File: config.mk
export PLATFORM = sky130hd
export DESIGN_NAME = pipe_ctrl_top
export DESIGN_NICKNAME = d
export VERILOG_FILES = /design/src/rtl/hazard_pkg.sv /design/src/rtl/hazard_resolver.sv /design/src/rtl/issue_queue.sv /design/src/rtl/pipe_ctrl_top.sv /design/src/rtl/stage_slot.sv
export SDC_FILE = /design/constraint.sdc
export NUM_CORES = 1
export LEC_CHECK = 0
export ABC_AREA = 1
export BUFFER_PORTS_ARGS = -buffer_cell sky130_fd_sc_hd__buf_4
export CORE_MARGIN = 8
export CORE_UTILIZATION = 40
export DETAILED_ROUTE_END_ITERATION = 10
export SLEW_MARGIN = 40
export SYNTH_ARGS = -nofsm -noshare
export SYNTH_HDL_FRONTEND = slang
export SYNTH_SLANG_ARGS = --single-unit
File: constraint.sdc
create_clock -name clk -period 3.5 [get_ports clk]
set_input_delay 0.7 -clock clk [delete_from_list [all_inputs] [get_ports clk]]
set_output_delay 0.7 -clock clk [all_outputs]
set_load 0.05 [all_outputs]
File: src/rtl/hazard_pkg.sv
package hazard_pkg;

    // base opcodes, instruction bits [6:0]
    localparam logic [6:0] op_lui     = 7'b0110111;
    localparam logic [6:0] op_auipc   = 7'b0010111;
    localparam logic [6:0] op_jal     = 7'b1101111;
    localparam logic [6:0] op_jalr    = 7'b1100111;
    localparam logic [6:0] op_load    = 7'b0000011;
    localparam logic [6:0] op_store   = 7'b0100011;
    localparam logic [6:0] op_itype   = 7'b0010011;
    localparam logic [6:0] op_itype_w = 7'b0011011;
    localparam logic [6:0] op_rtype   = 7'b0110011;
    localparam logic [6:0] op_rtype_w = 7'b0111011;
    localparam logic [6:0] op_branch  = 7'b1100011;

    // register index width
    localparam int xlen_w = 5;

    // forwarding select, covers up to 4 back-end slots
    localparam int fwd_sel_w = 2;

    // one word, two layouts
    // bits [11:7] are rd for writers, low immediate for stores and branches
    typedef union packed {
        struct packed {
            logic [6:0]        funct7;
            logic [xlen_w-1:0] rs2;
            logic [xlen_w-1:0] rs1;
            logic [2:0]        funct3;
            logic [xlen_w-1:0] rd;
            logic [6:0]        opcode;
        } r_view;
        struct packed {
            logic [6:0]        imm_hi;
            logic [xlen_w-1:0] rs2;
            logic [xlen_w-1:0] rs1;
            logic [2:0]        funct3;
            logic [4:0]        imm_lo;
            logic [6:0]        opcode;
        } s_view;
    } instr_t;

    // stores and branches have no destination
    function automatic logic writes_rd(input logic [6:0] opcode);
        return (opcode != op_store) && (opcode != op_branch);
    endfunction

    // lui, auipc and jal take pc or nothing as operand a
    function automatic logic reads_rs1(input logic [6:0] opcode);
        case (opcode)
            op_jalr, op_load, op_store, op_branch,
            op_itype, op_itype_w, op_rtype, op_rtype_w: return 1'b1;
            default: return 1'b0;
        endcase
    endfunction

    // everything else uses an immediate as operand b
    function automatic logic reads_rs2(input logic [6:0] opcode);
        case (opcode)
            op_rtype, op_rtype_w, op_store, op_branch: return 1'b1;
            default: return 1'b0;
        endcase
    endfunction

endpackage

File: src/rtl/hazard_resolver.sv
module hazard_resolver #(
    parameter int NUM_STAGES = 3
) (
    input  logic                                clk,
    input  logic                                rst_n,
    input  logic                                id_valid,
    input  logic [NUM_STAGES-1:0]               hit_a,
    input  logic [NUM_STAGES-1:0]               hit_b,
    input  logic [NUM_STAGES-1:0]               is_load,
    output logic                                id_advance,
    output logic                                bubble,
    output logic                                fwd_a,
    output logic [hazard_pkg::fwd_sel_w-1:0]    fwd_a_sel,
    output logic                                fwd_b,
    output logic [hazard_pkg::fwd_sel_w-1:0]    fwd_b_sel
);
    import hazard_pkg::*;

    logic [fwd_sel_w-1:0] sel_a;
    logic [fwd_sel_w-1:0] sel_b;
    logic                 any_a;
    logic                 any_b;
    logic                 load_use;

    // priority encode, lowest index is the youngest producer
    // loop runs downward so the nearest hit is written last
    always_comb begin
        sel_a = '0;
        sel_b = '0;
        any_a = 1'b0;
        any_b = 1'b0;
        for (int k = NUM_STAGES - 1; k >= 0; k--) begin
            if (hit_a[k]) begin
                sel_a = fwd_sel_w'(k);
                any_a = 1'b1;
            end
            if (hit_b[k]) begin
                sel_b = fwd_sel_w'(k);
                any_b = 1'b1;
            end
        end
    end

    // load in EX feeding ID, data not ready yet
    // one cycle later the load sits in MEM and forwards from there
    assign load_use = id_valid && is_load[0] && (hit_a[0] || hit_b[0]);

    assign id_advance = id_valid && !load_use;

    // registered alongside slot 0 so the flags match issue_word
    always_ff @(posedge clk) begin
        if (!rst_n) begin
            bubble    <= 1'b0;
            fwd_a     <= 1'b0;
            fwd_a_sel <= '0;
            fwd_b     <= 1'b0;
            fwd_b_sel <= '0;
        end else begin
            // stall cycle puts a bubble into EX
            bubble <= load_use;
            // only meaningful when a word actually moves into EX
            fwd_a  <= id_advance && any_a;
            fwd_b  <= id_advance && any_b;
            if (id_advance) begin
                fwd_a_sel <= sel_a;
                fwd_b_sel <= sel_b;
            end else begin
                fwd_a_sel <= '0;
                fwd_b_sel <= '0;
            end
        end
    end

endmodule

File: src/rtl/issue_queue.sv
module issue_queue #(
    parameter int QUEUE_DEPTH = 4
) (
    input  logic               clk,
    input  logic               rst_n,
    input  logic               instr_valid,
    input  logic [31:0]        instr_word,
    input  logic               id_advance,
    output logic               credit_return,
    output logic               id_valid,
    output hazard_pkg::instr_t id_word
);
    import hazard_pkg::*;

    localparam int ptr_w = $clog2(QUEUE_DEPTH);
    localparam int cnt_w = $clog2(QUEUE_DEPTH + 1);

    instr_t           mem [QUEUE_DEPTH];
    logic [ptr_w-1:0] rd_ptr;
    logic [ptr_w-1:0] wr_ptr;
    logic [cnt_w-1:0] count;
    logic             empty;
    logic             id_load;
    logic             push;
    logic             pop;
    instr_t           head_word;

    // wrap for depths that are not a power of two
    function automatic logic [ptr_w-1:0] next_ptr(input logic [ptr_w-1:0] ptr);
        if (ptr == ptr_w'(QUEUE_DEPTH - 1)) begin
            return '0;
        end
        return ptr + 1'b1;
    endfunction

    assign empty = (count == '0);

    // ID takes a new word when free or moving on
    // empty queue passes the incoming word straight through
    assign id_load = (!id_valid || id_advance) && (!empty || instr_valid);
    assign pop     = id_load && !empty;
    assign push    = instr_valid && !(id_load && empty);

    assign head_word = empty ? instr_t'(instr_word) : mem[rd_ptr];

    // one credit back per word entering ID
    assign credit_return = id_load;

    always_ff @(posedge clk) begin
        if (!rst_n) begin
            rd_ptr   <= '0;
            wr_ptr   <= '0;
            count    <= '0;
            id_valid <= 1'b0;
        end else begin
            if (push) begin
                wr_ptr <= next_ptr(wr_ptr);
            end
            if (pop) begin
                rd_ptr <= next_ptr(rd_ptr);
            end
            // credits keep count within depth
            if (push && !pop) begin
                count <= count + 1'b1;
            end else if (pop && !push) begin
                count <= count - 1'b1;
            end
            // advance with nothing behind leaves ID empty
            if (id_load) begin
                id_valid <= 1'b1;
            end else if (id_advance) begin
                id_valid <= 1'b0;
            end
        end
    end

    // storage and ID word
    always_ff @(posedge clk) begin
        if (push) begin
            mem[wr_ptr] <= instr_word;
        end
        if (id_load) begin
            id_word <= head_word;
        end
    end

endmodule

File: src/rtl/pipe_ctrl_top.sv
module pipe_ctrl_top #(
    parameter int QUEUE_DEPTH = 4,
    parameter int NUM_STAGES  = 3
) (
    input  logic                                clk,
    input  logic                                rst_n,
    // producer side
    input  logic                                instr_valid,
    input  logic [31:0]                         instr_word,
    output logic                                credit_return,
    // issue side
    output logic                                issue_valid,
    output logic [31:0]                         issue_word,
    output logic                                fwd_a,
    output logic [hazard_pkg::fwd_sel_w-1:0]    fwd_a_sel,
    output logic                                fwd_b,
    output logic [hazard_pkg::fwd_sel_w-1:0]    fwd_b_sel,
    output logic                                bubble
);
    import hazard_pkg::*;

    logic                  id_valid;
    instr_t                id_word;
    logic                  id_advance;
    logic [NUM_STAGES-1:0] slot_valid;
    instr_t                slot_word [NUM_STAGES];
    logic [NUM_STAGES-1:0] hit_a;
    logic [NUM_STAGES-1:0] hit_b;
    logic [NUM_STAGES-1:0] is_load;

    issue_queue #(
        .QUEUE_DEPTH (QUEUE_DEPTH)
    ) u_queue (
        .clk           (clk),
        .rst_n         (rst_n),
        .instr_valid   (instr_valid),
        .instr_word    (instr_word),
        .id_advance    (id_advance),
        .credit_return (credit_return),
        .id_valid      (id_valid),
        .id_word       (id_word)
    );

    // slot 0 is EX, each later slot follows the one before
    for (genvar k = 0; k < NUM_STAGES; k++) begin : gen_slot
        logic   in_valid;
        instr_t in_word;

        if (k == 0) begin : g_head
            // stalled ID sends a bubble
            assign in_valid = id_advance;
            assign in_word  = id_word;
        end else begin : g_chain
            assign in_valid = slot_valid[k-1];
            assign in_word  = slot_word[k-1];
        end

        stage_slot u_slot (
            .clk       (clk),
            .rst_n     (rst_n),
            .in_valid  (in_valid),
            .in_word   (in_word),
            .id_word   (id_word),
            .out_valid (slot_valid[k]),
            .out_word  (slot_word[k]),
            .hit_a     (hit_a[k]),
            .hit_b     (hit_b[k]),
            .is_load   (is_load[k])
        );
    end

    hazard_resolver #(
        .NUM_STAGES (NUM_STAGES)
    ) u_resolver (
        .clk        (clk),
        .rst_n      (rst_n),
        .id_valid   (id_valid),
        .hit_a      (hit_a),
        .hit_b      (hit_b),
        .is_load    (is_load),
        .id_advance (id_advance),
        .bubble     (bubble),
        .fwd_a      (fwd_a),
        .fwd_a_sel  (fwd_a_sel),
        .fwd_b      (fwd_b),
        .fwd_b_sel  (fwd_b_sel)
    );

    // issue view is the EX slot
    assign issue_valid = slot_valid[0];
    assign issue_word  = slot_word[0];

endmodule

File: src/rtl/stage_slot.sv
module stage_slot (
    input  logic               clk,
    input  logic               rst_n,
    input  logic               in_valid,
    input  hazard_pkg::instr_t in_word,
    input  hazard_pkg::instr_t id_word,
    output logic               out_valid,
    output hazard_pkg::instr_t out_word,
    output logic               hit_a,
    output logic               hit_b,
    output logic               is_load
);
    import hazard_pkg::*;

    logic [xlen_w-1:0] rd;
    logic [6:0]        slot_op;
    logic              rd_live;
    logic [6:0]        id_op;
    logic [xlen_w-1:0] id_rs1;
    logic [xlen_w-1:0] id_rs2;
    logic              use_rs1;
    logic              use_rs2;

    // back end never stalls, slot moves every cycle
    always_ff @(posedge clk) begin
        if (!rst_n) begin
            out_valid <= 1'b0;
        end else begin
            out_valid <= in_valid;
        end
    end

    always_ff @(posedge clk) begin
        out_word <= in_word;
    end

    // producer side through the R/I layout
    assign rd      = out_word.r_view.rd;
    assign slot_op = out_word.r_view.opcode;

    // x0 writes are discarded, never a dependency
    assign rd_live = out_valid && writes_rd(slot_op) && (rd != '0);

    // consumer side through the S/B layout
    // sources sit at the same bits in every format that has them
    assign id_op  = id_word.s_view.opcode;
    assign id_rs1 = id_word.s_view.rs1;
    assign id_rs2 = id_word.s_view.rs2;

    // immediate or pc operands are not register reads
    assign use_rs1 = reads_rs1(id_op);
    assign use_rs2 = reads_rs2(id_op);

    assign hit_a = rd_live && use_rs1 && (rd == id_rs1);
    assign hit_b = rd_live && use_rs2 && (rd == id_rs2);

    // load data only exists after MEM
    assign is_load = out_valid && (slot_op == op_load);

endmodule

==> metrics, run 1 <==
core area 21,600 um^2; hold crit path type flip-flop to flip-flop; post-CTS setup buffer count 0; post-cts resize count 0; post-route core utilization 48.0%; worst vdd ir 450 uV; vias in the first global route 5,194; Worst Clk Skew 0.0110 ns; Max FO, Critical Path 5; Seq/Total Area, Yosys 71.9%; Avg WL per Cell 16.9 um; Synthesis Warnings 0; unrepaired setup endpoints after global routing no; Buf/Inv on CP 1; pin count of the biggest net entering global routing 65; via count 5,285; setup tns final 0 ns; crit path DAT 2.13 ns; quantity of hold-fixing buffers added after cts 0; Num CTS Buffers 23; GRT Util Overall 13.8%; Final Critical Period 2.83 ns; Max Freq 354 MHz; Final Instance Count excl. Fillers 1,098; DR iter-0 viols 364; Req. time, crit path 2.80 ns; measured slew at the worst slew-check pin 0.759 ns; fin area 10,400 um^2; critical path's slowest cell edfxtp_1; clk sinks 234; fin crit share 80.8%; share of cells above drive strength 1 19.6%; area added between synthesis and finish 18.7%; fin nets 844; Die Wd 164 um; CP Capture Type primary output; Vias/cell 4.81; placed cell areas 9670 um^2; max-slew violations 0; DRC Markers 0; IO Count 76; Synth Instances 718; post-synth cell types 36; initial antenna violation count 0; crit path kind flip-flop to primary output; starting density of the core 40.4%; Synth Net Count 760; TritonCTS clock tree built; WL final 18.6 mm; Fin. Hold Viols 0; Max-Cap Viols 0; WHS 0.339 ns; htree depth 1; commonest non-fill, non-tap cell in the layout nor2_1; relative slew slack 49.4%; Fill cells 1,943; Worst path max stage delay 0.49 ns; # diodes 0; post-route ant nets 0; Std-Cell Rows 54; clk_lat worst skew 0.50 ns; Overflow after GRT 0; Post-DP HPWL 11.7 mm; First-pass DRT Iterations 4; crit-path leading delay family simple AND/OR/NAND/NOR gates; type of origin of the critical path flip-flop; final RePlAce weighted congestion 0.831; run status completed; placed cell count 1,057; #FFs+latches synth 234; Syn Std Cell Area 8740 um^2; Design Power 10.1 mW; worst-path cell chain or2_1 -> nand3_1 -> nor2_1 -> nand3_2 -> nand2_4 -> a22oi_2 -> buf_4; die area 26,800 um^2; Longest Clk Path Bufs 3; first-pass GRT wire length 29.1 mm; Root Buffer Master clkbuf_16; Clock Pin Slew Worst Setup and Hold Paths 0.06 ns; Pleak 3.91 nW; pre-CTS WS 0.942 ns; commonest cells after routing, fill and taps aside 182 x nor2_1, 160 x edfxtp_1, 85 x buf_4; pwr/cell area 976 nW/um^2; Port Buffers 75; height of the die 164 um; setup ws final 0.673 ns; final setup vio count 0; average size of a mapped cell 12.2 um^2
[synth_stat cells, drive strengths merged]
cell type | count | area share [%]
nand4 | 5 | 0.36
nand2 | 48 | 3.0
inv | 38 | 1.7
a21oi | 8 | 0.46
nor3b | 1 | 0.14
xnor2 | 15 | 1.5
nand3 | 19 | 1.5
nor2 | 191 | 8.5
a31oi | 34 | 2.4
o21ai | 68 | 3.9
xor2 | 10 | 1.0
a21boi | 1 | 0.21
ha | 6 | 0.86
nand3b | 1 | 0.086
a22oi | 1 | 0.086
edfxtp | 160 | 55
or2 | 1 | 0.072
nor3 | 7 | 0.53
dfxtp | 74 | 17
nor4 | 2 | 0.32
buf | 11 | 0.54
clkbuf | 16 | 0.69
fa | 1 | 0.23
[sequential cells by signal (all words and copies together), names as in the netlist, named ones only]
name	flops
gen_slot.u_slot.out_word	54
u_queue.wr_ptr	2
u_queue.id_valid	1
u_queue.count	3
u_resolver.fwd_a	1
u_queue.id_word	32
u_queue.mem	128
u_resolver.fwd_b_sel	2
u_resolver.bubble	1
u_resolver.fwd_b	1
u_resolver.fwd_a_sel	2
gen_slot.u_slot.out_valid	3
u_queue.rd_ptr	2
[worst register-to-register path, cell delays in order (launching register included)]
cell      delay, ns
edfxtp_1       0.50
nand2_1        0.11
nand2_1        0.05
nor2_1         0.07
nand2_1        0.07
nor2_2         0.11
nand3_2        0.12
nand2_4        0.14
nand2_8        0.09
nand2_8        0.10
nand2_4        0.10
inv_1          0.08
ha_1           0.13
inv_1          0.06
fa_1           0.38
nor2_1         0.12
nor2_1         0.04
nand2_1        0.07
o21ai_0        0.07
a21oi_1        0.11
[power by group]
part	internal [mW]	switching [mW]	leakage (nW)	total [mW]
clock network	1.32	0.977	0.353	2.29
registers	3.87	0.517	2.10	4.39
logic	1.08	2.35	1.45	3.43
total	6.27	3.85	3.91	10.1
[cell type report]
class	count	area [um^2]	share of cell area, %
clock buffers	34	667	6.43
flip-flops and latches	234	6290	60.6
well taps	280	350	3.38
multi-input cells	419	2220	21.4
repair buffers	86	658	6.35
clock inverters	7	38.8	0.374
inverters	38	150	1.45
[worst paths after layout]
kind | startpoint | to | slack, ns | cells past startpoint
worst min-delay path | u_queue.id_word[27]$_DFFE_PP_ | gen_slot[0].u_slot.out_word[27]$_DFF_P_ | 0.34 | 0
worst max-delay path | u_queue.id_word[16]$_DFFE_PP_ | credit_return | 0.67 | 7
worst max register to register | u_queue.id_word[22]$_DFFE_PP_ | u_queue.count[2]$_SDFFE_PN0P_ | 0.94 | 19
worst min register to register | u_queue.id_word[27]$_DFFE_PP_ | gen_slot[0].u_slot.out_word[27]$_DFF_P_ | 0.34 | 0
[logic make-up (layout without fill, tap and decap cells)]
kind of cell | Yosys count | count (layout) | share of synthesized area (%)
xor gates and xnor gates | 25 | 25 | 2.51
adders and majority gates | 7 | 7 | 1.09
and+or+nand+nor | 275 | 275 | 14.4
buffers and inverters | 65 | 165 | 2.92
AOI/OAI and AO/OA | 112 | 112 | 7.13
DFF | 234 | 234 | 71.9
[routing by layer]
| metal | global-route usage, % | vias up | wire (um) |
|---|---|---|---|
| met5 | 0 | - | 0 |
| met1 | 18.5 | 2505 | 8480 |
| met2 | 22.1 | 115 | 8580 |
| met4 | 3.76 | 0 | 291 |
| met3 | 3.41 | 22 | 1240 |
| li1 | - | 2643 | - |
(Power assumes the default switching activity.)
==> inputs of run 2 (changes only) <==
==> constraint.sdc (replaced) <==
create_clock -name clk -period 2.75 [get_ports clk]
set_input_delay 0.55 -clock clk [delete_from_list [all_inputs] [get_ports clk]]
set_output_delay 0.55 -clock clk [all_outputs]
set_load 0.05 [all_outputs]
==> run 2 against run 1 <==
Global-route usage up 0.14 points; critical endpoint unchanged; via count increased by 2.5%; register-to-register slack worse by 0.64 ns; critical path depth is the same; hold slack got worse by 0.082 ns; combinational power rose by 30%.
==> metrics, run 2 (synthesis gave the netlist of run 1 again) <==
crit path kind flip-flop to primary output (unchanged); worst setup path startpoint u_queue.id_word[16]$_DFFE_PP_ (unchanged); IO Count 76 (unchanged); fin nets 857 (was 844); unrepaired setup endpoints after global routing yes (was no); pin count of the biggest net entering global routing 67 (was 65); Std-Cell Rows 54 (unchanged); core area 21,600 um^2 (unchanged); placed cell count 1,058 (was 1,057); fin crit share 94.4%; Avg WL per Cell 16.8 um (was 16.9 um); DRC Markers 0 (unchanged); Clock Pin Slew Worst Setup and Hold Paths 0.06 ns (about the same); first-pass GRT wire length 29.7 mm (was 29.1 mm); clk sinks 234 (unchanged); DR iter-0 viols 416 (was 364); Final Instance Count excl. Fillers 1,113 (was 1,098); Longest Clk Path Bufs 3 (unchanged); type of origin of the critical path flip-flop (unchanged); commonest non-fill, non-tap cell in the layout nor2_1 (unchanged); WL final 18.7 mm (was 18.6 mm); relative slew slack 49.2% (was 49.4%); Regs by FF count u_queue.mem: 128 flops, gen_slot.u_slot.out_word: 54 flops, u_queue.id_word: 32 flops (unchanged); quantity of hold-fixing buffers added after cts 0 (unchanged); share of cells above drive strength 1 22.8% (was 19.6%); die area 26,800 um^2 (unchanged); Pleak 4.00 nW (was 3.91 nW); Num CTS Buffers 24 (was 23); Hold Startpoint instr_word[12] (was u_queue.id_word[27]$_DFFE_PP_); vias in the first global route 5,368 (was 5,194); Root Buffer Master clkbuf_16 (unchanged); # diodes 0 (unchanged); Port Buffers 75 (unchanged); WL met1 8.52 mm (was 8.48 mm); Worst path max stage delay 0.47 ns (was 0.49 ns); Req. time, crit path 2.20 ns (was 2.80 ns); placed cell areas 9710 um^2 (was 9670 um^2); Post-DP HPWL 11.3 mm (was 11.7 mm); Max-Cap Viols 0 (unchanged); initial antenna violation count 1 (was 0); starting density of the core 40.4% (unchanged); Fill cells 1,888 (was 1,943); Final Critical Period 2.60 ns; critical path's slowest cell edfxtp_1 (unchanged); crit path DAT 2.05 ns (was 2.13 ns); setup tns final 0 ns (unchanged); max-slew violations 0 (unchanged); Overflow after GRT 0 (unchanged); CP Capture Type primary output (unchanged); pwr/cell area 1250 nW/um^2 (was 976 nW/um^2); hold crit path type input pin to flip-flop (was flip-flop to flip-flop); fin area 10,600 um^2 (was 10,400 um^2); crit-path leading delay family simple AND/OR/NAND/NOR gates (unchanged); via count 5,419 (was 5,285); TritonCTS clock tree built (unchanged); Worst Clk Skew 0.00732 ns (was 0.0110 ns); Max Freq 385 MHz; htree depth 1 (unchanged); Fin. Hold Viols 0 (unchanged); final RePlAce weighted congestion 0.843 (was 0.831); Die Wd 164 um (unchanged); First-pass DRT Iterations 5 (was 4); area added between synthesis and finish 21.2% (was 18.7%); commonest cells after routing, fill and taps aside 181 x nor2_1, 160 x edfxtp_1, 94 x buf_4 (was 182 x nor2_1, 160 x edfxtp_1, 85 x buf_4); Reg2Reg Launch Point u_queue.id_word[18]$_DFFE_PP_ (was u_queue.id_word[22]$_DFFE_PP_); height of the die 164 um (unchanged); GRT Util Overall 14.0% (was 13.8%); Largest register FFs 128 (unchanged); measured slew at the worst slew-check pin 0.763 ns (was 0.759 ns); clk_lat worst skew 0.51 ns (was 0.50 ns); Buf/Inv on CP 1 (unchanged); Design Power 13.2 mW (was 10.1 mW); run status completed (unchanged); routed wl met3 1.18 mm (was 1.24 mm); Met2 Wirelength 8.55 mm (was 8.58 mm); worst vdd ir 533 uV (was 450 uV); Max FO, Critical Path 5 (unchanged); top routing layer in use met5 (was met4); post-route ant nets 0 (unchanged); final setup vio count 0 (unchanged); worst-path cell chain or2_1 -> nand3_1 -> nor2_2 -> nand3_2 -> nand2_4 -> a22oi_2 -> buf_4 (was or2_1 -> nand3_1 -> nor2_1 -> nand3_2 -> nand2_4 -> a22oi_2 -> buf_4); Vias/cell 4.87 (was 4.81); Largest Register u_queue.mem (unchanged)
-- run 2: cell types whose count changed in the layout (fill, tap and decap cells not counted), sizes merged --
cell,before,now
buf,86,98
clkbuf,34,37
inv,40,38
bufinv,0,1
clkinvlp,0,1
-- run 2: timing repair --
action,4_1_cts,5_1_grt
setup endpoints to repair,0,2
buffers inserted,0,11
hold endpoints to repair,0,0
gates resized for setup,0,4
-- run 2: worst paths after layout --
| check | cells after the start | slack, ns | endpoint |
|---|---|---|---|
| max reg2reg | 17 | 0.30 | u_queue.count[2]$_SDFFE_PN0P_ |
| max | 7 | 0.15 | credit_return |
| min | 1 | 0.26 | u_queue.mem[1][12]$_DFFE_PP_ |
| min reg2reg | 0 | 0.34 | gen_slot[0].u_slot.out_word[30]$_DFF_P_ |
-- run 2: final cells by class --
type	count	area, um^2	share of cell area [%]
clock buffers	37	721	6.81
clock inverters	7	61.3	0.579
inverters	38	148	1.39
multi-input cells	419	2220	20.9
flip-flops and latches	234	6310	59.6
well taps	280	350	3.31
repair buffers	98	786	7.42
-- run 2: per-stage QoR --
| step | hold WS, ns | setup slack (ns) | util (%) |
|---|---|---|---|
| floorplan | 0.322 | -0.165 | - |
| global placement | 0.324 | 0.294 | 44.9 |
| finish | 0.256 | 0.153 | 49.0 |
| global route | 0.236 | -0.0184 | 49.0 |
| CTS | 0.239 | 0.0303 | 48.5 |
| detailed placement | 0.328 | 0.243 | 44.9 |
-- run 2: per-layer routing --
layer / global-route usage, % / vias to the layer above
met5: 0 / -
met4: 4.42 / 2
met3: 3.06 / 32
met2: 22.1 / 138
met1: 18.9 / 2581
li1: - / 2666
-- run 2: power breakdown --
group          switching (mW)  internal (mW)
logic                    2.99           1.48
registers               0.661           4.95
clock network            1.27           1.89
==> inputs of run 3 (changes only) <==
--- a/config.mk
+++ b/config.mk
@@ -7,10 +7,14 @@
 export LEC_CHECK = 0
 export ABC_AREA = 1
 export BUFFER_PORTS_ARGS = -buffer_cell sky130_fd_sc_hd__buf_4
+export CELL_PAD_IN_SITES_DETAIL_PLACEMENT = 1
+export CELL_PAD_IN_SITES_GLOBAL_PLACEMENT = 2
 export CORE_MARGIN = 8
 export CORE_UTILIZATION = 40
 export DETAILED_ROUTE_END_ITERATION = 10
+export PLACE_DENSITY_LB_ADDON = 0.1
 export SLEW_MARGIN = 40
 export SYNTH_ARGS = -nofsm -noshare
 export SYNTH_HDL_FRONTEND = slang
 export SYNTH_SLANG_ARGS = --single-unit
+export TNS_END_PERCENT = 30
==> run 3 against run 2 <==
Clock skew rose by 0.0022 ns; critical path type unchanged; largest cell class unchanged; sequential cell count did not move; die area did not move; utilization rose by 0.75 points.
==> metrics, run 3 (synthesis gave the netlist of run 1 again) <==
relative slew slack 50.4% (was 49.2%); WHS 0.239 ns (was 0.256 ns); measured slew at the worst slew-check pin 0.744 ns (was 0.763 ns); Req. time, crit path 2.20 ns (about the same); core area 21,600 um^2 (unchanged); register-to-register setup slack 0.19 ns (was 0.30 ns); First-pass DRT Iterations 5 (unchanged); worst-path cell chain or2_1 -> nand3_1 -> nor2_2 -> nand3_4 -> nand2_4 -> a22oi_2 -> buf_6 (was or2_1 -> nand3_1 -> nor2_2 -> nand3_2 -> nand2_4 -> a22oi_2 -> buf_4); Clock Pin Slew Worst Setup and Hold Paths 0.06 ns (about the same); area of the multi-input gates 2260 um^2 (was 2220 um^2); Fill cells 2,269 (was 1,888); Largest register FFs 128 (unchanged); Avg WL per Cell 19.2 um (was 16.8 um); Post-DP HPWL 14.1 mm (was 11.3 mm); Std-Cell Rows 54 (unchanged); Overflow after GRT 0 (unchanged); vias in the first global route 6,036 (was 5,368); fin area 10,700 um^2 (was 10,600 um^2); IO Count 76 (unchanged); crit path kind flip-flop to primary output (unchanged); Num CTS Buffers 26 (was 24); setup ws final 0.0841 ns (was 0.153 ns); Fin. Hold Viols 0 (unchanged); critical path's slowest cell edfxtp_1 (unchanged); run status completed (unchanged); DR iter-0 viols 291 (was 416); htree depth 1 (unchanged); commonest non-fill, non-tap cell in the layout nor2_1 (unchanged); unrepaired setup endpoints after global routing yes (unchanged); height of the die 164 um (unchanged); setup tns final 0 ns (unchanged); TritonCTS clock tree built (unchanged); via count 5,643 (was 5,419); Max-Cap Viols 0 (unchanged); Port Buffers 75 (unchanged); Largest Register u_queue.mem (unchanged); starting density of the core 40.4% (unchanged); first-pass GRT wire length 33.8 mm (was 29.7 mm); Reg2Reg Depth 15 (was 17); Hold Startpoint instr_word[5] (was instr_word[12]); max-slew violations 0 (unchanged); GRT Util Overall 16.1% (was 14.0%); WL final 21.6 mm (was 18.7 mm); fin crit share 96.9% (was 94.4%); area added between synthesis and finish 23.0% (was 21.2%); clk sinks 234 (unchanged); WHS Path Cells 1 (unchanged); clk_lat worst skew 0.52 ns (was 0.51 ns); Worst path max stage delay 0.49 ns (was 0.47 ns); placed cell count 1,062 (was 1,058); r2r endpoint u_queue.count[2]$_SDFFE_PN0P_ (unchanged); die area 26,800 um^2 (unchanged); DRC Markers 0 (unchanged); CP Capture Type primary output (unchanged); Final Critical Period 2.67 ns (was 2.60 ns); Worst Clk Skew 0.00948 ns (was 0.00732 ns); final setup vio count 0 (unchanged); post-route ant nets 0 (unchanged); fin nets 864 (was 857); initial antenna violation count 0 (was 1); pwr/cell area 1280 nW/um^2 (was 1250 nW/um^2); crit path DAT 2.12 ns (was 2.05 ns); share of cells above drive strength 1 24.5% (was 22.8%); placed cell areas 9750 um^2 (was 9710 um^2); # diodes 0 (unchanged); Vias/cell 5.03 (was 4.87); worst hold endpoint u_queue.mem[1][5]$_DFFE_PP_ (was u_queue.mem[1][12]$_DFFE_PP_); worst vdd ir 511 uV (was 533 uV); quantity of hold-fixing buffers added after cts 0 (unchanged); final RePlAce weighted congestion 0.797 (was 0.843); Pleak 4.08 nW (was 4.00 nW); type of origin of the critical path flip-flop (unchanged); Max Freq 375 MHz (was 385 MHz); Reg2Reg Launch Point u_queue.id_word[19]$_DFFE_PP_ (was u_queue.id_word[18]$_DFFE_PP_); commonest cells after routing, fill and taps aside 179 x nor2_1, 160 x edfxtp_1, 99 x buf_4 (was 181 x nor2_1, 160 x edfxtp_1, 94 x buf_4); pin count of the biggest net entering global routing 67 (unchanged); Root Buffer Master clkbuf_16 (unchanged); hold crit path type input pin to flip-flop (unchanged); pre-CTS WS 0.0857 ns (was 0.243 ns); Longest Clk Path Bufs 3 (unchanged); Seq. cell area 6310 um^2 (unchanged); Die Wd 164 um (unchanged); Regs by FF count u_queue.mem: 128 flops, gen_slot.u_slot.out_word: 54 flops, u_queue.id_word: 32 flops (unchanged); Max FO, Critical Path 5 (unchanged); Final Instance Count excl. Fillers 1,122 (was 1,113)
-- run 3: area by class of cell --
class	instances	area share, %
Timing Repair Buffer	103	7.58
Sequential cell	234	58.7
Tap cell	280	3.26
Multi-Input combinational cell	419	21.0
Clock inverter	11	0.768
Clock buffer	37	7.33
Inverter	38	1.37
-- run 3: what timing repair did --
| action | 4_1_cts | 5_1_grt |
|---|---|---|
| pin swaps | 1 | 8 |
| buffers inserted | 1 | 11 |
| resized for setup | 1 | 10 |
| setup endpoints to repair | 1 | 2 |
-- run 3: how the worst max path moves through the flow --
stage                                                      start                             to  slack [ns]  cells after the start
after floorplan           gen_slot[0].u_slot.out_word[8]$_DFF_P_                  credit_return       -0.17                      7
after global placement             u_queue.id_word[17]$_DFFE_PP_  u_queue.count[2]$_SDFFE_PN0P_        0.21                     17
after detailed placement           u_queue.id_word[18]$_DFFE_PP_  u_queue.count[2]$_SDFFE_PN0P_        0.09                     17
after CTS                          u_queue.id_word[16]$_DFFE_PP_                  credit_return       0.007                      7
after global routing               u_queue.id_word[16]$_DFFE_PP_                  credit_return       -0.01                      7
final                              u_queue.id_word[16]$_DFFE_PP_                  credit_return        0.08                      7
-- run 3: metal layers --
metal	vias up	share of wire [%]	global-route usage [%]
met3	33	4.6	3.18
met4	0	2.2	4.09
li1	2689	-	-
met5	-	0	0
met1	2820	45	20.8
met2	101	49	27.4
-- run 3: critical path, delay by kind of cell (launching register included) --
family,cells,cell delay (ns)
and+or+nand+nor,5,0.64
DFF,1,0.49
AOI/OAI and AO/OA,1,0.26
buffers and inverters,1,0.21
-- run 3: through the flow --
step	utilization (%)	power, mW
3_5_place_dp	45.1	10.4
3_3_place_gp	45.1	10.2
5_1_grt	49.7	14.6
4_1_cts	49.2	13.9
2_1_floorplan	-	8.62
6_report	49.7	13.8
-- run 3: report_power, final --
group / internal, mW / switching, mW
registers: 4.95 / 0.662
clock network: 2.08 / 1.34
logic: 1.55 / 3.21
total: 8.59 / 5.22
